<file path="src/common/card_rd_pkg.sv">
// --------------------
// Shared widths and vector types for the card memory read path
// A length is stored as beats minus one, so one request moves 1 to 16 beats
// PID_BITS caps the design at four requesters
// Every beat is full width, there are no byte enables
// --------------------
package card_rd_pkg;

  // --------------------
  // Widths
  // --------------------

  // One beat of card data
  localparam int DATA_BITS = 32;

  // Word address into card memory
  localparam int ADDR_BITS = 8;

  // Beat count minus one
  localparam int LEN_BITS = 4;

  // Requester or process index
  localparam int PID_BITS = 2;

  // --------------------
  // Types
  // --------------------

  // Card data beat
  typedef logic [DATA_BITS-1:0] data_t;

  // Word address, wraps at the top of the array
  typedef logic [ADDR_BITS-1:0] addr_t;

  // Beats minus one, 0 means a single beat
  typedef logic [LEN_BITS-1:0] len_t;

  // Process id carried on tid
  typedef logic [PID_BITS-1:0] pid_t;

endpackage
</file>
<file path="src/design/mux_fifo.sv">
// --------------------
// Metadata queue between arbiter and assigner
// One entry per granted read, holding process id and length
// Entry shows at the output one cycle after the push
// Push while full is dropped, the arbiter never does it
// --------------------
`timescale 1ns/1ps

module mux_fifo import card_rd_pkg::*; #(
  parameter int FIFO_DEPTH = 4
) (
  input  logic aclk,
  input  logic aresetn,

  // Write side
  input  logic push,
  input  pid_t push_pid,
  input  len_t push_len,
  output logic full,

  // Read side
  output logic out_valid,
  input  logic out_ready,
  output pid_t out_pid,
  output len_t out_len
);

  localparam int PTR_BITS = (FIFO_DEPTH > 1) ? $clog2(FIFO_DEPTH) : 1;
  localparam int CNT_BITS = $clog2(FIFO_DEPTH + 1);
  localparam logic [PTR_BITS-1:0] PTR_LAST = PTR_BITS'(FIFO_DEPTH - 1);
  localparam logic [CNT_BITS-1:0] CNT_FULL = CNT_BITS'(FIFO_DEPTH);

  // Storage
  pid_t pid_mem [FIFO_DEPTH];
  len_t len_mem [FIFO_DEPTH];

  logic [PTR_BITS-1:0] wr_ptr_q;
  logic [PTR_BITS-1:0] rd_ptr_q;
  logic [CNT_BITS-1:0] count_q;

  logic do_push;
  logic do_pop;

  assign full      = (count_q == CNT_FULL);
  assign out_valid = (count_q != '0);
  assign out_pid   = pid_mem[rd_ptr_q];
  assign out_len   = len_mem[rd_ptr_q];

  assign do_push = push & ~full;
  assign do_pop  = out_valid & out_ready;

  // Entry write
  always_ff @(posedge aclk) begin
    if (do_push) begin
      pid_mem[wr_ptr_q] <= push_pid;
      len_mem[wr_ptr_q] <= push_len;
    end
  end

  // --------------------
  // Pointers and count
  // --------------------
  always_ff @(posedge aclk) begin
    if (!aresetn) begin
      wr_ptr_q <= '0;
      rd_ptr_q <= '0;
      count_q  <= '0;
    end else begin
      if (do_push) begin
        wr_ptr_q <= (wr_ptr_q == PTR_LAST) ? '0 : wr_ptr_q + 1'b1;
      end
      if (do_pop) begin
        rd_ptr_q <= (rd_ptr_q == PTR_LAST) ? '0 : rd_ptr_q + 1'b1;
      end
      // Push and pop together leave the count alone
      if (do_push && !do_pop) begin
        count_q <= count_q + 1'b1;
      end else if (do_pop && !do_push) begin
        count_q <= count_q - 1'b1;
      end
    end
  end

endmodule

</file>
<file path="config.mk">
export PLATFORM = sky130hd
export DESIGN_NAME = mux_fifo
export DESIGN_NICKNAME = d
export VERILOG_FILES = /design/src/common/card_rd_pkg.sv /design/src/design/mux_fifo.sv
export SDC_FILE = /design/constraint.sdc
export NUM_CORES = 1
export LEC_CHECK = 0
export BUFFER_PORTS_ARGS = -buffer_cell sky130_fd_sc_hd__buf_4
export CORE_UTILIZATION = 48
export CTS_CLUSTER_SIZE = 24
export DETAILED_ROUTE_END_ITERATION = 8
export GPL_TIMING_DRIVEN = 0
export PLACE_DENSITY_LB_ADDON = 0.08
export SYNTH_ARGS = -nofsm -noshare
export SYNTH_HDL_FRONTEND = slang
export SYNTH_SLANG_ARGS = --single-unit
export TNS_END_PERCENT = 5
</file>
<file path="constraint.sdc">
create_clock -name aclk -period 2.2 [get_ports aclk]
set_clock_uncertainty 0.1 [all_clocks]
set_input_delay 0 -clock aclk [delete_from_list [all_inputs] [get_ports aclk]]
set_output_delay 0 -clock aclk [all_outputs]
set_load 0.01 [all_outputs]
</file>
==> impl_metrics.json <==
{
  "place.gp.congestion": 0.770,
  "cp_max_fo": 5,
  "leakagePower_nw": 0.648,
  "ant_nets": 0,
  "initial_utilization": 0.523,
  "syn_avg_cell_area_um2": 16.4,
  "port_buffers": 17,
  "grt_pass1_wl_mm": 3.44,
  "die_area_mm2": 0.00302,
  "dr_total_vias": 747,
  "cts_buffers": 5,
  "synthesis.area_mm2": 0.00134,
  "outcome": "completed",
  "vias_per_cell": 5.08,
  "rrSetupSlack_ns": 0.10,
  "synth_top_area_frac": 0.536,
  "hold_viol_final": 0,
  "die_h_um": 54.9,
  "irDropWorstVdd_uv": 673,
  "cts_tree": "done",
  "utilization": 0.668,
  "fin_total_pwr_mw": 1.77,
  "drt_iter0_markers": 14,
  "startpoint_type": "flop",
  "clockBufferDepth": 2,
  "htreeDepth": 2,
  "grt_pass1_vias": 770,
  "antenna_found_initial": 0,
  "seq_area_um2": 907,
  "yosysUniqueCellTypes": 22,
  "post-synth-top-count-cell": "edfxtp_1",
  "crit_path_end_kind": "flop",
  "multi_input_area_um2": 447,
  "whs_path_depth": 4,
  "period_share": 0.952,
  "critical_path_class": "reg2reg",
  "nets": 133,
  "worstPathArrival_ns": 2.25,
  "clk_latency_ns": 0.33,
  "synthArstFlopShare": 0,
  "grt-ovfl-total": 0,
  "r2r_cells": 9,
  "synth_common_cells": "edfxtp_1, dfxtp_1, ha_1, mux4_2, nand2_1",
  "area_growth_pct": 27.6,
  "track_usage": 0.180,
  "cts.clk_slew.worst_paths_ns": 0.10,
  "rows": 18,
  "worst_slew_pin_slew_ns": 0.399,
  "cap_violations": 0,
  "die_w_um": 54.9,
  "syn_nets": 99,
  "root_buffer": "clkbuf_4",
  "finalNonFillerCells": 147,
  "ys_ff_latch": 33,
  "place_ws_ns": -0.196,
  "place_inst": 129,
  "fp.coreArea_mm2": 0.00257,
  "dpl-instance-area_mm2": 0.00151,
  "stdcell_area_mm2": 0.00171,
  "yosysWarnings": 0,
  "nFillCells": 197,
  "antennaDiodeCount": 0,
  "fmax_mhz": 477,
  "synth_edf_count": 24,
  "routedWlPerCell_um": 14.1,
  "synth_area_leaders": "edfxtp_1, dfxtp_1, mux4_2, ha_1, and2_1",
  "drc": 0,
  "slew-limit-headroom": 0.734,
  "layout_min_cycle_time_ns": 2.10,
  "drive_gt1_frac": 0.359,
  "post_synth_inst_count": 82,
  "grt_max_degree": 11,
  "setup_viol_count_final": 0,
  "dp_hpwl_mm": 1.41,
  "synth_ff_type": "edfxtp_1",
  "yosys.area.top_type": "edfxtp_1",
  "cts_sinks": 33,
  "rsz0062_at_grt": "yes",
  "boundaryPins": 18,
  "hp-class": "in2reg",
  "dr.pass1.iters": 4,
  "p_per_area_mw_per_mm2": 1030,
  "required_ns": 2.36,
  "worst_slack_ns": 0.105,
  "wirelength_mm": 2.07,
  "slew_viol_final": 0,
  "yosysSeqAreaShare": 0.670
}
[final timing paths]
path | start | end
max | count_q[2] | count_q[2]
min | push | wr_ptr_q[0]
max reg2reg | count_q[2] | count_q[2]
min reg2reg | wr_ptr_q[1] | wr_ptr_q[1]
[registers in the layout, indices dropped and copies added, names as in the netlist, named ones only]
register	flops
pid_mem	8
len_mem	16
count_q	3
wr_ptr_q	2
rd_ptr_q	2
[area by class of cell]
type,count,share of cell area
buffer,3,0.00949
clock buffer,7,0.0380
clock inverter,1,0.00292
inverter,3,0.00657
multi-input combinational,43,0.261
sequential,33,0.529
tap,30,0.0219
timing repair buffer,27,0.131
[routing by layer]
layer  global-route usage  vias to the layer above  share of wire
met2                0.281                       15           0.51
met3               0.0929                        4          0.050
met5                    0                        -              0
met1                0.206                      358           0.43
li1                     -                      370              -
met4               0.0750                        0          0.011
[logic make-up after synthesis]
group,count (synthesis),synth area share
DFF,33,0.670
and+or+nand+nor,20,0.0819
muxes,9,0.123
adders and majority gates,7,0.0708
buffers and inverters,6,0.0186
AOI/OAI and AO/OA,5,0.0223
xor gates and xnor gates,2,0.0130
[per-stage QoR]
stage	hold WS, ns	setup TNS [ns]
after floorplan	-0.00113	0
after global placement	0.101	-0.165
after detailed placement	0.105	-0.196
after CTS	0.0410	0
after global routing	0.0566	-0.0291
final	0.0343	0
[layout by cell type (no fill, tap or decap), drive strengths merged]
cell / n
a21boi: 1
and2: 5
buf: 20
clkbuf: 8
clkinv: 1
dfxtp: 9
dlygate4sd3: 9
edfxtp: 24
fa: 1
ha: 6
inv: 3
mux2i: 3
mux4: 6
nand2: 6
nand3: 2
nor2: 2
nor2b: 2
nor3b: 1
o21ai: 3
o31ai: 1
or3: 2
xnor2: 1
xor2: 1
[report_power, final]
part           total [mW]  switching [mW]  leakage (nW)  internal (mW)
clock network       0.379           0.194        0.0413          0.185
logic               0.544           0.230         0.312          0.314
registers           0.847          0.0735         0.295          0.773
total                1.77           0.497         0.648           1.27
[critical path, stage by stage (launching register included)]
cell      delay, ns
dfxtp_4        0.37
nor3b_2        0.16
nor2b_1        0.12
buf_4          0.15
ha_4           0.13
inv_1          0.05
fa_2           0.32
xor2_1         0.15
or3_1          0.34
a21boi_1       0.13
[what timing repair did]
| item | in CTS | in global routing |
|---|---|---|
| resized for setup | 6 | 5 |
| setup buffers | 0 | 1 |
| hold endpoints to repair | 28 | 0 |
| pin swaps | 0 | 2 |
| setup endpoints to repair | 1 | 1 |
| hold buffers | 9 | 0 |
Note: power is estimated with default switching activity, not from simulation.
