==> src/common/card_rd_pkg.sv <==
// --------------------
// Shared widths and vector types for the card memory read path
// A length is stored as beats minus one, so one request moves 1 to 16 beats
// PID_BITS caps the design at four requesters
// Every beat is full width, there are no byte enables
// --------------------
package card_rd_pkg;

  // --------------------
  // Widths
  // --------------------

  // One beat of card data
  localparam int DATA_BITS = 32;

  // Word address into card memory
  localparam int ADDR_BITS = 8;

  // Beat count minus one
  localparam int LEN_BITS = 4;

  // Requester or process index
  localparam int PID_BITS = 2;

  // --------------------
  // Types
  // --------------------

  // Card data beat
  typedef logic [DATA_BITS-1:0] data_t;

  // Word address, wraps at the top of the array
  typedef logic [ADDR_BITS-1:0] addr_t;

  // Beats minus one, 0 means a single beat
  typedef logic [LEN_BITS-1:0] len_t;

  // Process id carried on tid
  typedef logic [PID_BITS-1:0] pid_t;

endpackage
==> src/design/rd_arbiter.sv <==
// --------------------
// Round-robin arbiter for user read requests
// Grants only when the reader takes a command and the metadata FIFO has room
// Reader command and metadata push happen on the same grant cycle
// N_REQ from 1 to 4, bounded by PID_BITS
// --------------------
`timescale 1ns/1ps

module rd_arbiter import card_rd_pkg::*; #(
  parameter int N_REQ = 4
) (
  input  logic                   aclk,
  input  logic                   aresetn,

  // Requester side
  input  logic       [N_REQ-1:0] req_valid,
  output logic       [N_REQ-1:0] req_ready,
  input  addr_t      [N_REQ-1:0] req_addr,
  input  len_t       [N_REQ-1:0] req_len,

  // Reader command
  output logic                   cmd_valid,
  input  logic                   cmd_ready,
  output addr_t                  cmd_addr,
  output len_t                   cmd_len,

  // Metadata push to the mux FIFO
  output logic                   meta_push,
  output pid_t                   meta_pid,
  output len_t                   meta_len,
  input  logic                   meta_full
);

  // Index with the highest priority this cycle
  pid_t ptr_q;

  // Selected requester
  pid_t sel;
  logic any_valid;
  logic grant;

  // --------------------
  // Select
  // --------------------

  // Scan from the far end so the closest index to ptr_q wins
  always_comb begin
    int idx;
    sel = ptr_q;
    any_valid = 1'b0;
    for (int i = N_REQ - 1; i >= 0; i--) begin
      idx = int'(ptr_q) + i;
      if (idx >= N_REQ) begin
        idx = idx - N_REQ;
      end
      if (req_valid[idx]) begin
        sel = pid_t'(idx);
        any_valid = 1'b1;
      end
    end
  end

  // Hold off when the metadata queue cannot take the entry
  assign cmd_valid = any_valid & ~meta_full;
  assign grant     = cmd_valid & cmd_ready;

  assign cmd_addr  = req_addr[sel];
  assign cmd_len   = req_len[sel];

  // Metadata follows the command on the same edge
  assign meta_push = grant;
  assign meta_pid  = sel;
  assign meta_len  = req_len[sel];

  // One-hot ready, only the granted requester
  always_comb begin
    for (int i = 0; i < N_REQ; i++) begin
      req_ready[i] = grant && (sel == pid_t'(i));
    end
  end

  // --------------------
  // Pointer
  // --------------------

  // Move past the granted index
  always_ff @(posedge aclk) begin
    if (!aresetn) begin
      ptr_q <= '0;
    end else if (grant) begin
      ptr_q <= (sel == pid_t'(N_REQ - 1)) ? '0 : sel + 1'b1;
    end
  end

endmodule

==> config.mk <==
export PLATFORM = sky130hd
export DESIGN_NAME = rd_arbiter
export DESIGN_NICKNAME = d
export VERILOG_FILES = /design/src/common/card_rd_pkg.sv /design/src/design/rd_arbiter.sv
export SDC_FILE = /design/constraint.sdc
export NUM_CORES = 1
export LEC_CHECK = 0
export BUFFER_PORTS_ARGS = -buffer_cell sky130_fd_sc_hd__buf_4
export CAP_MARGIN = 20
export CORE_MARGIN = 2
export CORE_UTILIZATION = 25
export CTS_BUF_LIST = sky130_fd_sc_hd__clkbuf_4 sky130_fd_sc_hd__clkbuf_8 sky130_fd_sc_hd__clkbuf_16
export CTS_CLUSTER_SIZE = 30
export DETAILED_ROUTE_END_ITERATION = 10
export GPL_TIMING_DRIVEN = 0
export PLACE_DENSITY = 0.72
export SETUP_SLACK_MARGIN = 0.5
export SLEW_MARGIN = 30
export SYNTH_ARGS = -nofsm -noshare
export SYNTH_HDL_FRONTEND = slang
export SYNTH_SLANG_ARGS = --single-unit
==> constraint.sdc <==
create_clock -name aclk -period 3 [get_ports aclk]
set_input_delay 0.6 -clock aclk [delete_from_list [all_inputs] [get_ports aclk]]
set_output_delay 0.6 -clock aclk [all_outputs]
set_load 0.05 [all_outputs]
==> results.md <==
* Hold buffer count at cts at 0
* Syn Area/Cell at 6.06 um2
* Final Instance Area at between 0.002 and 0.0025 mm2
* #FFs+latches synth at 2
* CORE AREA at about 0.0024 mm2
* CP Cell Sequence: buf_8 -> nor2b_4 -> or4_4 -> nand2_8 -> buf_8 -> a21oi_1 -> a32oi_4 -> buf_6 -> buf_8
* Final WL at 3.52 mm
* FF-to-FF path depth at 8
* Synth unique cells at 27
* Starting DRT DRC Count at 8
* Mapped Cells at 102
* # nets final at 258
* Area Overhead vs Synth at 227%
* Outcome: complete, no violations
* Worst Hold Margin at 600 ps
* Antenna cells at 0
* Hold path depth at 2
* Most instantiated library cell after synthesis: nand2_1
* RSZ-0062 raised after global routing: yes
* Number of buffer and inverter stages on the critical path at 4
* Hold Crit Class: in2reg
* Rel. slew slack at between 80% and 90%
* Placed cell areas at 0.00158 mm2
* Cell mode on critical path: buf_8
* Pin count of the biggest net entering global routing at 11
* Die W at 53.7 um
* Share of cells above drive strength 1 at roughly three quarters
* Synth top area cells: nand2_1, a32oi_1, a21oi_1
* Remaining DRCs at 0
* First-pass GRT wire length at approximately 5.1 mm
* CP Depth at 9
* Grt total ovfl at 0
* Max-cap viol count at 0
* CTS Buffer Depth at 2
* Initial core utilization at 25.6%
* Post-synth top cells: nand2_1, a21oi_1, a32oi_1, buf_4
* Biggest regs: ptr_q (2)
* Ys Warns at 0
* Root Driver: clkbuf_4
* Inst Count DP at 211
* Yosys top cell by area: nand2_1
* Rows at 18
* Pre-CTS setup slack at 164 ps
* Max reg flops at 2
* Final worst slack at 261 ps
* PwrDens at between 400 and 500 mW/mm2
* Avg WL per Cell at 15.3 um
* CP top delay family: simple AND/OR/NAND/NOR gates
* Netlist Area Pre-Place at between 600 and 700 um2
* Worst-Skew Late Latency at 230 ps
* Pins Over Slew Limit at 0
* Final setup fails at 0
* TritonCTS buffer count at 3
* Slew @ Worst Pin at between 200 and 300 ps
* Setup crit start: req_valid[0]
* DR vias/cell at 5.11
* Syn nets at about 160
* Ys async rst share at 0%
* Filler cell count in the final layout at 150
* Clock Pin Slew Worst Setup and Hold Paths at 30 ps
* Setup_tns at 0 ps
* Port Buffers at 79
* Final period util at approximately nine tenths
* IO Count at 80
* 1st-pass router iterations at 4
* Total global-route track usage at 24.2%
* Most used DFF post-synth: dfxtp_1
* Largest Register: ptr_q
* CP max stage cell: or4_4
* TritonCTS clock tree: yes
* Pwr Total at 851 uW
* CP max stage delay at 550 ps
* Maximum clock frequency at 0.365 GHz
* Post-synthesis sequential area ratio at 6.48%
* Number of global-route vias before repair at around 1100
* Req. time, crit path at 2400 ps
* Die Ht at 53.7 um
* Min-delay src: aresetn
* Kind of critical path: in2out
* Dpl hpwl at 2.35 mm
* VDD IR max at 0.386 mV
* Post-synth EDFFs at 0
* Worst-path maximum fanout at 5
* Vias at 1175
* Initial antenna violation count at 0
* Fin. Hold Viols at 0
* H-Tree Depth at 1
* Final Critical Period at 2740 ps
* P_leak at around 0.89 nW
* Non-Filler Instances at 230
* CP Launch Type: input port
* Post-synth top area share at 23.1%
* Die area at 0.00289 mm2
* Post-DRT Antenna Nets at 0
* Worst EP arrival at 2140 ps
* CTS sink count at 2
* Crit. End Element: output port
* Final Skew at 1.68 ps
* Post-layout util at 83.7%
* Worst r2r src: ptr_q[1]$_SDFFE_PN0P_
* Final weighted congestion in routability-driven placement at 0.685
worst reg2reg max path, stage by stage (launching register included):
cell,delay (ps)
dfxtp_1,440
nor3_1,90
or4_4,530
nand2_8,110
buf_12,110
buf_16,120
buf_4,110
xnor2_1,120
a21oi_2,70
placed cells by master, fill, tap and decap left out, drive strengths merged:
cell      Yosys  routed
or4           1       1
o21ai         3       3
clkinvlp      0       1
nor3          3       3
inv           2       1
o21bai        1       1
nand2        39      39
a211o         1       1
nor2b         3       3
and3b         1       1
buf          10     105
and2b         1       1
nand3         1       1
xnor2         1       1
nor2          2       2
a32oi        12      12
clkbuf        2       5
and3          2       2
dfxtp         2       2
o211a         1       1
a21oi        14      14
layout make-up:
class                   count  area (um2)  share of cell area (%)
plain buffers              12         156                    7.75
clock buffers               3        22.5                    1.12
inverters                   2        13.8                   0.682
multi-input cells          86         885                    43.8
flip-flops and latches      2        40.0                    1.98
well taps                  30        37.5                    1.86
repair buffers             95         863                    42.8
what timing repair did:
item,CTS,global route
gates resized for setup,48,17
cloned,1,0
buffers inserted,13,2
endpoints found under the setup margin,21,21
pin swaps,11,7
worst paths after layout:
path                                         endpoint  slack [ps]
worst max-delay path                      meta_len[0]         260
worst min-delay path            ptr_q[0]$_SDFFE_PN0P_         600
worst max register to register  ptr_q[1]$_SDFFE_PN0P_        1180
worst min register to register  ptr_q[0]$_SDFFE_PN0P_         640
cells by family after synthesis:
logic type | share of synthesized area, %
buffers and inverters | 16.2
XOR/XNOR | 1.42
flip-flops | 6.48
AO/OA/AOI/OAI | 36.2
AND/OR/NAND/NOR | 39.7
routing by layer:
layer / up-vias / routed length (um) / track usage, %
met5: - / 0 / 0
met4: 0 / 87 / 8.97
met3: 11 / 159 / 2.78
met2: 55 / 1920 / 41.3
met1: 550 / 1350 / 30.9
li1: 559 / - / -
where the power goes:
part	internal, mW	switching, mW	total (mW)
Combinational	0.343	0.413	0.756
Clock	0.0442	0.0174	0.0617
Sequential	0.0289	0.00390	0.0328
Note: power is estimated with default switching activity, not from simulation.
