==> src/common/card_rd_pkg.sv <==
// --------------------
// Shared widths and vector types for the card memory read path
// A length is stored as beats minus one, so one request moves 1 to 16 beats
// PID_BITS caps the design at four requesters
// Every beat is full width, there are no byte enables
// --------------------
package card_rd_pkg;

  // --------------------
  // Widths
  // --------------------

  // One beat of card data
  localparam int DATA_BITS = 32;

  // Word address into card memory
  localparam int ADDR_BITS = 8;

  // Beat count minus one
  localparam int LEN_BITS = 4;

  // Requester or process index
  localparam int PID_BITS = 2;

  // --------------------
  // Types
  // --------------------

  // Card data beat
  typedef logic [DATA_BITS-1:0] data_t;

  // Word address, wraps at the top of the array
  typedef logic [ADDR_BITS-1:0] addr_t;

  // Beats minus one, 0 means a single beat
  typedef logic [LEN_BITS-1:0] len_t;

  // Process id carried on tid
  typedef logic [PID_BITS-1:0] pid_t;

endpackage
==> src/design/axis_user_rd_assign.sv <==
// --------------------
// Tags the card read stream with the owning process id
// Transfer end comes from the queued length, s_tlast only passes through
// Needs one idle cycle to load the first entry
// Reloads on the last beat so back-to-back transfers lose no cycle
// --------------------
`timescale 1ns/1ps

module axis_user_rd_assign import card_rd_pkg::*; (
  input  logic  aclk,
  input  logic  aresetn,

  // Metadata from the mux FIFO
  input  logic  meta_valid,
  output logic  meta_ready,
  input  pid_t  meta_pid,
  input  len_t  meta_len,

  // Reader stream
  input  logic  s_tvalid,
  output logic  s_tready,
  input  data_t s_tdata,
  input  logic  s_tlast,

  // Tagged user stream
  output logic  m_tvalid,
  input  logic  m_tready,
  output data_t m_tdata,
  output logic  m_tlast,
  output pid_t  m_tid
);

  typedef enum logic {ST_IDLE, ST_MUX} state_t;

  state_t state_q;
  state_t state_d;

  // Beats left and owner of the current transfer
  len_t cnt_q;
  len_t cnt_d;
  pid_t pid_q;
  pid_t pid_d;

  logic beat;
  logic tr_done;

  // --------------------
  // Mux
  // --------------------
  assign m_tdata  = s_tdata;
  assign m_tlast  = s_tlast;
  assign m_tid    = pid_q;
  assign m_tvalid = (state_q == ST_MUX) ? s_tvalid : 1'b0;
  assign s_tready = (state_q == ST_MUX) ? m_tready : 1'b0;

  assign beat    = s_tvalid & s_tready;
  assign tr_done = (cnt_q == '0) && beat;

  // --------------------
  // Next state and datapath
  // --------------------
  always_comb begin
    state_d    = state_q;
    cnt_d      = cnt_q;
    pid_d      = pid_q;
    meta_ready = 1'b0;
    case (state_q)
      ST_IDLE: begin
        if (meta_valid) begin
          meta_ready = 1'b1;
          pid_d      = meta_pid;
          cnt_d      = meta_len;
          state_d    = ST_MUX;
        end
      end
      ST_MUX: begin
        if (tr_done) begin
          // Chain straight into the next queued read
          if (meta_valid) begin
            meta_ready = 1'b1;
            pid_d      = meta_pid;
            cnt_d      = meta_len;
          end else begin
            state_d = ST_IDLE;
          end
        end else if (beat) begin
          cnt_d = cnt_q - 1'b1;
        end
      end
      default: state_d = ST_IDLE;
    endcase
  end

  always_ff @(posedge aclk) begin
    if (!aresetn) begin
      state_q <= ST_IDLE;
      cnt_q   <= '0;
    end else begin
      state_q <= state_d;
      cnt_q   <= cnt_d;
    end
  end

  // Owner id, loaded before first use
  always_ff @(posedge aclk) begin
    pid_q <= pid_d;
  end

endmodule

==> config.mk <==
export PLATFORM = sky130hd
export DESIGN_NAME = axis_user_rd_assign
export DESIGN_NICKNAME = d
export VERILOG_FILES = /design/src/common/card_rd_pkg.sv /design/src/design/axis_user_rd_assign.sv
export SDC_FILE = /design/constraint.sdc
export NUM_CORES = 1
export LEC_CHECK = 0
export ABC_AREA = 0
export BUFFER_PORTS_ARGS = -buffer_cell sky130_fd_sc_hd__buf_2
export CORE_MARGIN = 5
export CORE_UTILIZATION = 32
export CTS_CLUSTER_DIAMETER = 100
export DETAILED_ROUTE_END_ITERATION = 10
export PLACE_DENSITY = 0.79
export SETUP_SLACK_MARGIN = 0.02
export SYNTH_ARGS = -nofsm -noshare
export SYNTH_HDL_FRONTEND = slang
export SYNTH_SLANG_ARGS = --single-unit
==> constraint.sdc <==
create_clock -name aclk -period 1.8 [get_ports aclk]
set_clock_uncertainty 0.05 [all_clocks]
set_input_delay 0.36 -clock aclk [delete_from_list [all_inputs] [get_ports aclk]]
set_output_delay 0.36 -clock aclk [all_outputs]
set_load 0.02 [all_outputs]
==> metrics.csv, run 1 <==
stage;metric;value;unit
status;outcome;finished, final reports clean;
pwr;peakVddDrop;0.0004171;V
timing;fin_setup_tns;0;ns
cts;ctsHoldBuffers;0;
timing;tightest_slew;0.3342;ns
die;ios;82;
hold_path;min_path_type;input pin to flip-flop;
die;die_x;56.12;µm
cts;cts-root-buf;clkbuf_4;
cts;cts_max_path_buffers;2;
final_layout;drive_gt1_share;46.88;%
synth;synth_nets;123;
setup_path;timing.rr.start;cnt_q[0]$_SDFFE_PN0P_;
timing;fin_crit;1.736;ns
setup_path;critPathMaxStageDelay;0.32;ns
setup_path;crit_start;cnt_q[0]$_SDFFE_PN0P_;
die;start_util;34.00;%
setup_path;crit_fanout;5;
grt;grt_pass1_vias;460;
cts;cts_tree;yes;
synth;synth_warnings;0;
cts;insertion_delay;0.25;ns
timing;rsz0062_at_grt;true;
timing;slew_headroom;77.66;%
final_layout;fin_area;596.8;µm²
die;core;2002;µm²
flow_run;max_cap_violations;0;
synth;synth_top_cell_by_area;buf_4;
setup_path;path_buf_inv;2;
routing;postRouteAntennaNets;0;
grt;antenna_found_initial;0;
routing;wl;1338;µm
place;numPortBuffers;15;
timing;finalCritPeriodShare;96.44;%
routing;num_vias;447;
routing;firstDrtPassIters;4;
cts;clkSlewWorstSetupHoldPaths;0.05;ns
final_layout;diodes;0;
synth;syn_inst;78;
timing;setup_viol;0;
routing;drc;0;
cts;cts_num_sinks;7;
synth;syn-cell-area;680.7;µm²
hold_path;hp-start;meta_pid[1];
final_layout;fin_nets;110;
grt;grt-ovfl-total;0;
synth;synth_top_area_share;36.40;%
cts;htreeDepth;1;
timing;holdWs;0.2349;ns
die;dieArea;3149;µm²
timing;fmax;576.1;MHz
timing;fin_ws;0.06409;ns
place;hpwl;1072;µm
final_layout;num-fill-cells;233;
synth;synth-seq-cells;7;
setup_path;end_kind;output port;
setup_path;crit_chain;inv_2 -> ha_4 -> nand2b_4 -> o21a_4 -> nor3_2 -> buf_4;
place;routabilityCongestion;0.8029;
setup_path;crit_required;1.39;ns
synth;synth_cell_types;28;
pwr;total_power;0.0005172;W
grt;grt_max_degree;13;
die;die_h;56.12;µm
final_layout;area_delta_synth_final;-12.32;%
grt;grt_pass1_wl;2049;µm
die;rows;16;
pwr;powerDensity;866.6;nW/µm²
place;placed_area;533.0;µm²
setup_path;start_kind;flip-flop;
place;detailedPlace.worstSlack;0.1825;ns
setup_path;path_class;flip-flop to output port;
pwr;power_leakage;0.2599;nW
grt;grt.total_usage;8.207;%
routing;vias_per_cell;4.912;
setup_path;worstPathArrival;1.33;ns
routing;drtIter0Drc;9;
timing;report.final.slew_viol_count;0;
synth;syn_avg_cell_area;8.726;µm²
synth;ys_seq_area_share;23.53;%
cts;numCtsBuffers;3;
synth;synthTopCellsByArea;buf_4 (36%), dfxtp_1 (15%), edfxtp_1 (8.8%);
timing;hold_viol;0;
setup_path;crit_family;flip-flops;
setup_path;worst_path_max_delay_cell;dfxtp_2;
routing;wl_per_cell;14.70;µm
## kinds of logic after synthesis
| family | synth area share, % |
|---|---|
| mux | 4.412 |
| fa+ha+maj | 1.838 |
| flops | 23.53 |
| simple gates | 10.29 |
| compound gates | 18.93 |
| buf+inv | 40.99 |
## registers in the layout, indices dropped and copies added (netlist names)
| register | flops |
|---|---|
| m_tid | 2 |
| state_q | 1 |
| cnt_q | 4 |
## synthesized netlist by cell type
library cell	n
buf_2	1
dfxtp_1	5
o21a_1	2
o32a_2	1
a21boi_4	1
buf_6	1
buf_4	33
ha_1	1
a21boi_0	1
o221a_1	1
mux2i_1	3
nand2b_4	1
nor4_1	1
o21ai_1	1
edfxtp_1	2
o31a_1	1
a21oi_1	3
or3_1	1
nor2b_1	1
and2_1	2
nand2_1	1
a22oi_1	1
o21ai_0	2
nor2_1	3
o32ai_1	1
nor3_1	2
inv_1	4
o211a_1	1
## cell usage in the layout, fill, tap and decap left out, types with 2 or more instances in the layout
cell and instances:
buf_2 14, a21oi_1 3, nor2_1 3, mux2i_1 3, clkbuf_4 3, dfxtp_1 3
buf_4 3, inv_2 2, and2_1 2, inv_1 2, o21ai_0 2, dfxtp_2 2
edfxtp_1 2
## path summary, 6_finish.rpt
kind | to | slack [ns] | cells past startpoint
worst max-delay path | meta_ready | 0.06 | 6
worst min-delay path | m_tid[1]$_DFFE_PP_ | 0.23 | 1
worst max register to register | m_tid[1]$_DFFE_PP_ | 0.36 | 5
worst min register to register | cnt_q[0]$_SDFFE_PN0P_ | 0.47 | 1
## through the flow
step / util [%] / std cells
global route: 29.81 / 91
CTS: 29.19 / 90
global placement: 26.63 / 86
detailed placement: 26.63 / 86
floorplan: - / 78
finish: 29.81 / 91
## worst reg2reg max path: cells and delay by family, from the launching register on
kind	cells	cell delay, ns
AOI/OAI and AO/OA	1	0.21
adders and majority gates	1	0.14
buffers and inverters	1	0.07
DFF	1	0.32
and+or+nand+nor	2	0.31
## metal layers
metal  vias to the layer above  GRT usage (%)  wire length (µm)
met2                        34          12.52               569
met5                         -              0                 0
met1                       198          8.253               498
met3                        11          4.408               225
li1                        204              -                 -
met4                         0          6.441                44
## layout make-up
class	instances	area, µm²	area share [%]
clock buffers	4	26.28	4.403
well taps	27	33.78	5.660
flip-flops and latches	7	162.7	27.25
multi-input cells	32	266.5	44.65
inverters	4	15.01	2.516
repair buffers	17	92.59	15.51
## repair_timing
item	4_1_cts	5_1_grt
gates resized for setup	6	3
setup endpoints to repair	1	1
buffers inserted	0	1
cloned	0	0
pin swaps	1	0
## power by group
group          leakage, nW  switching (W)  total [W]  internal (W)
registers           0.0610      0.0000172   0.000201      0.000184
clock network       0.0150      0.0000562   0.000141     0.0000845
logic                0.184      0.0000875   0.000175     0.0000877
total                0.260       0.000161   0.000517      0.000356
Power figures use the tool's default switching activity.
==> run 2, diff against run 1 <==
--- a/config.mk
+++ b/config.mk
@@ -7,11 +7,12 @@
 export LEC_CHECK = 0
 export ABC_AREA = 0
 export BUFFER_PORTS_ARGS = -buffer_cell sky130_fd_sc_hd__buf_2
+export CORE_ASPECT_RATIO = 1.75
 export CORE_MARGIN = 5
-export CORE_UTILIZATION = 32
+export CORE_UTILIZATION = 29
 export CTS_CLUSTER_DIAMETER = 100
 export DETAILED_ROUTE_END_ITERATION = 10
-export PLACE_DENSITY = 0.79
+export PLACE_DENSITY = 0.75
 export SETUP_SLACK_MARGIN = 0.02
 export SYNTH_ARGS = -nofsm -noshare
 export SYNTH_HDL_FRONTEND = slang
==> constraint.sdc (replaced) <==
create_clock -name aclk -period 1.5 [get_ports aclk]
set_clock_uncertainty 0.05 [all_clocks]
set_input_delay 0.3 -clock aclk [delete_from_list [all_inputs] [get_ports aclk]]
set_output_delay 0.3 -clock aclk [all_outputs]
set_load 0.01 [all_outputs]
==> metrics.csv, run 2 (synthesized netlist as in run 1, its figures left out) <==
stage;metric;value;unit;change
status;outcome;complete, but fails checks;;was finished, final reports clean
status;violations;negative setup slack;;
place;hpwl;945;µm;was 1072 µm
place;placedCellCount;85;;was 86
place;placed_area;538.0;µm²;was 533.0 µm²
die;die_h;74.09;µm;was 56.12 µm
pwr;switchingPower;0.0002173;W;was 0.0001609 W
pwr;power_leakage;0.2907;nW;was 0.2599 nW
grt;grt_pass1_wl;2090;µm;was 2049 µm
final_layout;fin_nets;114;;was 110
setup_path;start_kind;flip-flop;;unchanged
timing;fin_setup_tns;-0.1528;ns;was 0 ns
setup_path;r2r_end;cnt_q[3]$_SDFFE_PN0P_;;was m_tid[1]$_DFFE_PP_
setup_path;timing.rr.start;cnt_q[1]$_SDFFE_PN0P_;;was cnt_q[0]$_SDFFE_PN0P_
die;start_util;29.94;%;was 34.00%
timing;rsz0062_at_grt;true;;unchanged
timing;fmax;620.8;MHz;
die;dieArea;3454;µm²;was 3149 µm²
cts;htreeDepth;1;;unchanged
pwr;powerDensity;1153;nW/µm²;was 866.6 nW/µm²
grt;grt_pass1_vias;501;;was 460
pwr;internal_power;0.0005342;W;was 0.0003562 W
pwr;combPwrFrac;32.3;%;was 33.9%
routing;firstDrtPassIters;4;;unchanged
place;routabilityCongestion;0.8233;;was 0.8029
final_layout;num-fill-cells;232;;was 233
cts;ctsHoldBuffers;0;;unchanged
routing;wl;1372;µm;was 1338 µm
routing;wl_per_cell;14.75;µm;was 14.70 µm
cts;cts_max_path_buffers;2;;unchanged
setup_path;crit_start;cnt_q[1]$_SDFFE_PN0P_;;was cnt_q[0]$_SDFFE_PN0P_
final_layout;area_delta_synth_final;-4.228;%;was -12.32%
setup_path;crit_chain;inv_2 -> ha_4 -> nand2b_4 -> o21a_1 -> nor3_2 -> buf_2;;was inv_2 -> ha_4 -> nand2b_4 -> o21a_4 -> nor3_2 -> buf_4
grt;grt_max_degree;13;;unchanged
die;ios;82;;unchanged
routing;drtIter0Drc;9;;unchanged
final_layout;fin_cells;93;;was 91
grt;grt-ovfl-total;0;;unchanged
setup_path;worstPathArrival;1.26;ns;was 1.33 ns
timing;slew_headroom;74.06;%;was 77.66%
routing;postRouteAntennaNets;0;;unchanged
final_layout;top_register;cnt_q;;unchanged
final_layout;diodes;0;;unchanged
place;detailedPlace.worstSlack;-0.05392;ns;was 0.1825 ns
pwr;clkPwrFrac;35.9;%;was 27.2%
hold_path;min_path_type;input pin to flip-flop;;unchanged
cts;cts-root-buf;clkbuf_8;;was clkbuf_4
setup_path;critPathMaxStageDelay;0.32;ns;about the same
setup_path;rr_worst_depth;8;;was 5
cts;clkSlewWorstSetupHoldPaths;0.04;ns;was 0.05 ns
grt;antenna_found_initial;0;;unchanged
die;core;2273;µm²;was 2002 µm²
setup_path;crit_end;meta_ready;;unchanged
final_layout;fin_area;651.9;µm²;was 596.8 µm²
setup_path;crit_required;1.15;ns;was 1.39 ns
final_layout;layout_commonest_cell;buf_2;;unchanged
routing;vias_per_cell;5.075;;was 4.912
die;die_x;46.62;µm;was 56.12 µm
pwr;pwr-share-seq;31.7;%;was 38.9%
timing;fin_ws;-0.1107;ns;was 0.06409 ns
flow_run;max_cap_violations;0;;unchanged
timing;setup_viol;4;;was 0
cts;cts_tree;yes;;unchanged
timing;hold_viol;0;;unchanged
final_layout;largest_reg_flops;4;;unchanged
die;rows;23;;was 16
routing;drc;0;;unchanged
setup_path;r2r_slack;-0.04;ns;was 0.36 ns
timing;finalCritPeriodShare;107.4;%;
cts;insertion_delay;0.23;ns;was 0.25 ns
pwr;peakVddDrop;0.0004463;V;was 0.0004171 V
timing;fin_crit;1.611;ns;
grt;grt.total_usage;8.161;%;was 8.207%
timing;report.final.slew_viol_count;0;;unchanged
place;numPortBuffers;15;;unchanged
setup_path;path_class;flip-flop to output port;;unchanged
cts;numCtsBuffers;3;;unchanged
cts;cts_num_sinks;7;;unchanged
routing;num_vias;472;;was 447
setup_path;end_kind;output port;;unchanged
setup_path;worst_path_max_delay_cell;dfxtp_2;;unchanged
pwr;swShare;28.92;%;was 31.12%
final_layout;layout_common_cells;buf_2 (15), buf_4 (6);;
final_layout;drive_gt1_share;51.47;%;was 46.88%
setup_path;crit_fanout;3;;was 5
pwr;total_power;0.0007514;W;was 0.0005172 W
timing;tightest_slew;0.3882;ns;was 0.3342 ns
[run 2: per-stage QoR]
stage / util [%] / hold WS [ns]
floorplan: - / 0.3489
global placement: 23.67 / 0.4301
detailed placement: 23.67 / 0.4287
CTS: 27.63 / 0.1940
global route: 28.67 / 0.1984
finish: 28.67 / 0.1984
[run 2: critical path: cells and delay by family, from the launching register on]
family	cells	cell delay, ns
simple gates	2	0.15
fa+ha+maj	1	0.15
flops	1	0.32
buf+inv	2	0.21
compound gates	1	0.19
[run 2: final cells by class]
class                   count  area [µm²]  share of cell area [%]
well taps                  25       31.28                   4.798
multi-input cells          32       277.8                   42.61
repair buffers             21       120.1                   18.43
clock buffers               4       45.04                   6.910
flip-flops and latches      7       162.7                   24.95
inverters                   4       15.01                   2.303
[run 2: power groups by stage]
stage	clock, W	sequential, W	combinational (W)
finish	0.000270	0.000238	0.000243
global route	0.000285	0.000241	0.000267
CTS	0.000276	0.000237	0.000220
detailed placement	0	0.000239	0.000181
global placement	0	0.000237	0.000175
floorplan	0	0.000241	0.000215
[run 2: repair_timing]
item | 4_1_cts | 5_1_grt
pin swaps | 3 | 2
setup buffers | 3 | 1
gates resized for setup | 7 | 3
setup endpoints to repair | 5 | 5
[run 2: worst min-delay path by stage]
stage	endpoint	slack [ns]	depth (start not counted)	start
6_report	m_tid[0]$_DFFE_PP_	0.20	1	meta_pid[0]
5_1_grt	m_tid[1]$_DFFE_PP_	0.20	1	meta_pid[1]
4_1_cts	m_tid[0]$_DFFE_PP_	0.19	1	meta_pid[0]
3_5_place_dp	m_tid[0]$_DFFE_PP_	0.43	1	meta_pid[0]
3_3_place_gp	m_tid[0]$_DFFE_PP_	0.43	1	meta_pid[0]
2_1_floorplan	m_tid[0]$_DFFE_PP_	0.35	0	meta_pid[0]
[run 2: layer usage]
layer	share of wire, %	vias to the layer above	track usage (%)	wire [µm]
met1	35	200	8.944	482
met5	0	-	0	0
met2	42	33	11.66	580
met4	8.8	0	8.923	121
met3	14	25	1.937	187
li1	-	214	-	-
==> run 3, diff against run 2 <==
--- a/config.mk
+++ b/config.mk
@@ -7,12 +7,14 @@
 export LEC_CHECK = 0
 export ABC_AREA = 0
 export BUFFER_PORTS_ARGS = -buffer_cell sky130_fd_sc_hd__buf_2
+export CAP_MARGIN = 5
 export CORE_ASPECT_RATIO = 1.75
 export CORE_MARGIN = 5
-export CORE_UTILIZATION = 29
+export CORE_UTILIZATION = 30
+export CTS_BUF_LIST = sky130_fd_sc_hd__clkbuf_4
 export CTS_CLUSTER_DIAMETER = 100
 export DETAILED_ROUTE_END_ITERATION = 10
-export PLACE_DENSITY = 0.75
+export PLACE_DENSITY = 0.77
 export SETUP_SLACK_MARGIN = 0.02
 export SYNTH_ARGS = -nofsm -noshare
 export SYNTH_HDL_FRONTEND = slang
==> metrics.csv, run 3 (synthesized netlist as in run 1, its figures left out) <==
stage;metric;value;unit;change
status;outcome;complete, but fails checks;;unchanged
status;violations;negative setup slack;;unchanged
setup_path;critPathMaxStageDelay;0.33;ns;was 0.32 ns
timing;report.final.slew_viol_count;0;;unchanged
timing;fin_ws;-0.1597;ns;was -0.1107 ns
grt;grt-ovfl-total;0;;unchanged
die;die_x;46.01;µm;was 46.62 µm
grt;grt.total_usage;9.009;%;was 8.161%
cts;cts_tree;yes;;unchanged
grt;grt_pass1_wl;2180;µm;was 2090 µm
cts;cts_max_path_buffers;2;;unchanged
pwr;pwr-share-seq;33.3;%;was 31.7%
setup_path;crit_chain;inv_2 -> ha_4 -> nand2b_4 -> o21a_1 -> nor3_1 -> buf_2;;was inv_2 -> ha_4 -> nand2b_4 -> o21a_1 -> nor3_2 -> buf_2
routing;num_vias;481;;was 472
grt;grt_pass1_vias;497;;was 501
timing;fin_setup_tns;-0.4022;ns;was -0.1528 ns
die;ios;82;;unchanged
pwr;swShare;31.63;%;was 28.92%
flow_run;max_cap_violations;0;;unchanged
final_layout;layout_commonest_cell;buf_2;;unchanged
routing;wl;1494;µm;was 1372 µm
setup_path;r2r_slack;-0.07;ns;was -0.04 ns
pwr;internal_power;0.0004967;W;was 0.0005342 W
pwr;peakVddDrop;0.0005149;V;was 0.0004463 V
routing;vias_per_cell;4.959;;was 5.075
die;rows;23;;unchanged
place;numPortBuffers;15;;unchanged
final_layout;drive_gt1_share;56.94;%;was 51.47%
pwr;total_power;0.0007265;W;was 0.0007514 W
routing;wl_per_cell;15.40;µm;was 14.75 µm
timing;rsz0062_at_grt;true;;unchanged
hold_path;hp-start;meta_pid[0];;unchanged
die;die_h;73.01;µm;was 74.09 µm
timing;finalCritPeriodShare;110.6;%;was 107.4%
cts;htreeDepth;1;;unchanged
routing;drtIter0Drc;20;;was 9
die;start_util;30.32;%;was 29.94%
grt;antenna_found_initial;0;;unchanged
final_layout;largest_reg_flops;4;;unchanged
place;placedCellCount;85;;unchanged
setup_path;path_buf_inv;2;;unchanged
pwr;switchingPower;0.0002298;W;was 0.0002173 W
final_layout;layout_common_cells;buf_2 (15), buf_4 (8), clkbuf_4 (4);;was buf_2 (15), buf_4 (6)
setup_path;end_kind;output port;;unchanged
setup_path;r2r_end;m_tid[0]$_DFFE_PP_;;was cnt_q[3]$_SDFFE_PN0P_
pwr;combPwrFrac;38.7;%;was 32.3%
routing;firstDrtPassIters;4;;unchanged
grt;grt_max_degree;13;;unchanged
cts;cts-root-buf;clkbuf_4;;was clkbuf_8
setup_path;worst_path_max_delay_cell;dfxtp_2;;unchanged
final_layout;diodes;0;;unchanged
setup_path;start_kind;flip-flop;;unchanged
timing;hold_viol;0;;unchanged
cts;numCtsBuffers;3;;unchanged
cts;clkSlewWorstSetupHoldPaths;0.06;ns;was 0.04 ns
setup_path;timing.rr.start;cnt_q[1]$_SDFFE_PN0P_;;unchanged
final_layout;area_delta_synth_final;0.1838;%;was -4.228%
pwr;power_leakage;0.3090;nW;was 0.2907 nW
cts;ctsHoldBuffers;0;;unchanged
final_layout;fin_nets;118;;was 114
setup_path;crit_start;cnt_q[1]$_SDFFE_PN0P_;;unchanged
timing;fmax;602.5;MHz;was 620.8 MHz
cts;insertion_delay;0.26;ns;was 0.23 ns
die;core;2245;µm²;was 2273 µm²
final_layout;num-fill-cells;245;;was 232
setup_path;crit_fanout;2;;was 3
final_layout;fin_cells;97;;was 93
timing;fin_crit;1.660;ns;was 1.611 ns
hold_path;min_to;m_tid[0]$_DFFE_PP_;;unchanged
setup_path;crit_family;flip-flops;;unchanged
hold_path;min_path_cells;1;;unchanged
die;dieArea;3359;µm²;was 3454 µm²
setup_path;worstPathArrival;1.31;ns;was 1.26 ns
final_layout;top_register;cnt_q;;unchanged
timing;setup_viol;5;;was 4
routing;drc;0;;unchanged
hold_path;min_path_type;input pin to flip-flop;;unchanged
setup_path;path_class;flip-flop to output port;;unchanged
pwr;powerDensity;1065;nW/µm²;was 1153 nW/µm²
cts;cts_num_sinks;7;;unchanged
routing;postRouteAntennaNets;0;;unchanged
timing;tightest_slew;0.4151;ns;was 0.3882 ns
place;detailedPlace.worstSlack;-0.05012;ns;was -0.05392 ns
timing;slew_headroom;72.26;%;was 74.06%
setup_path;crit_required;1.15;ns;about the same
place;routabilityCongestion;0.7760;;was 0.8233
setup_path;rr_worst_depth;7;;was 8
pwr;clkPwrFrac;28.0;%;was 35.9%
-- run 3: changes by cell type in the layout (fill, tap and decap cells not counted), sizes merged --
cell  previous run  this run
buf             21        25
-- run 3: through the flow --
step	area [µm²]	utilization [%]	hold slack [ns]
after floorplan	680.7	-	0.3489
after global placement	538.0	23.97	0.4314
after detailed placement	538.0	23.97	0.4287
after CTS	646.9	28.82	0.1556
after global routing	681.9	30.38	0.1485
final	681.9	30.38	0.1593
-- run 3: cell type report --
type | instances | area (µm²) | share of cell area, %
tap | 25 | 31.28 | 4.587
timing repair buffer | 25 | 157.7 | 23.12
clock buffer | 4 | 30.03 | 4.404
multi-input combinational | 32 | 284.0 | 41.65
sequential | 7 | 163.9 | 24.04
inverter | 4 | 15.01 | 2.202
-- run 3: worst max-delay path by stage --
| stage | depth (start not counted) | endpoint | slack (ns) |
|---|---|---|---|
| final | 6 | meta_ready | -0.16 |
| after global routing | 6 | meta_ready | -0.21 |
| after CTS | 6 | meta_ready | -0.16 |
| after detailed placement | 7 | cnt_q[3]$_SDFFE_PN0P_ | -0.05 |
| after global placement | 6 | meta_ready | 0.02 |
| after floorplan | 5 | meta_ready | 0.06 |
-- run 3: power by group through the flow --
| stage | combinational [W] | clock (W) | sequential [W] |
|---|---|---|---|
| floorplan | 0.000215 | 0 | 0.000241 |
| global placement | 0.000174 | 0 | 0.000239 |
| CTS | 0.000249 | 0.000207 | 0.000238 |
| finish | 0.000281 | 0.000203 | 0.000242 |
| global route | 0.000305 | 0.000224 | 0.000245 |
| detailed placement | 0.000180 | 0 | 0.000240 |
-- run 3: repair_timing --
item,4_1_cts,5_1_grt
pin swaps,3,2
endpoints found under the setup margin,5,8
resized for setup,10,7
buffers inserted,6,3
-- run 3: per-layer routing --
metal | routed length [µm] | vias to the layer above | GRT usage [%]
li1 | - | 222 | -
met1 | 486 | 206 | 8.806
met2 | 694 | 35 | 12.58
met3 | 188 | 18 | 3.704
met4 | 125 | 0 | 10.44
met5 | 0 | - | 0
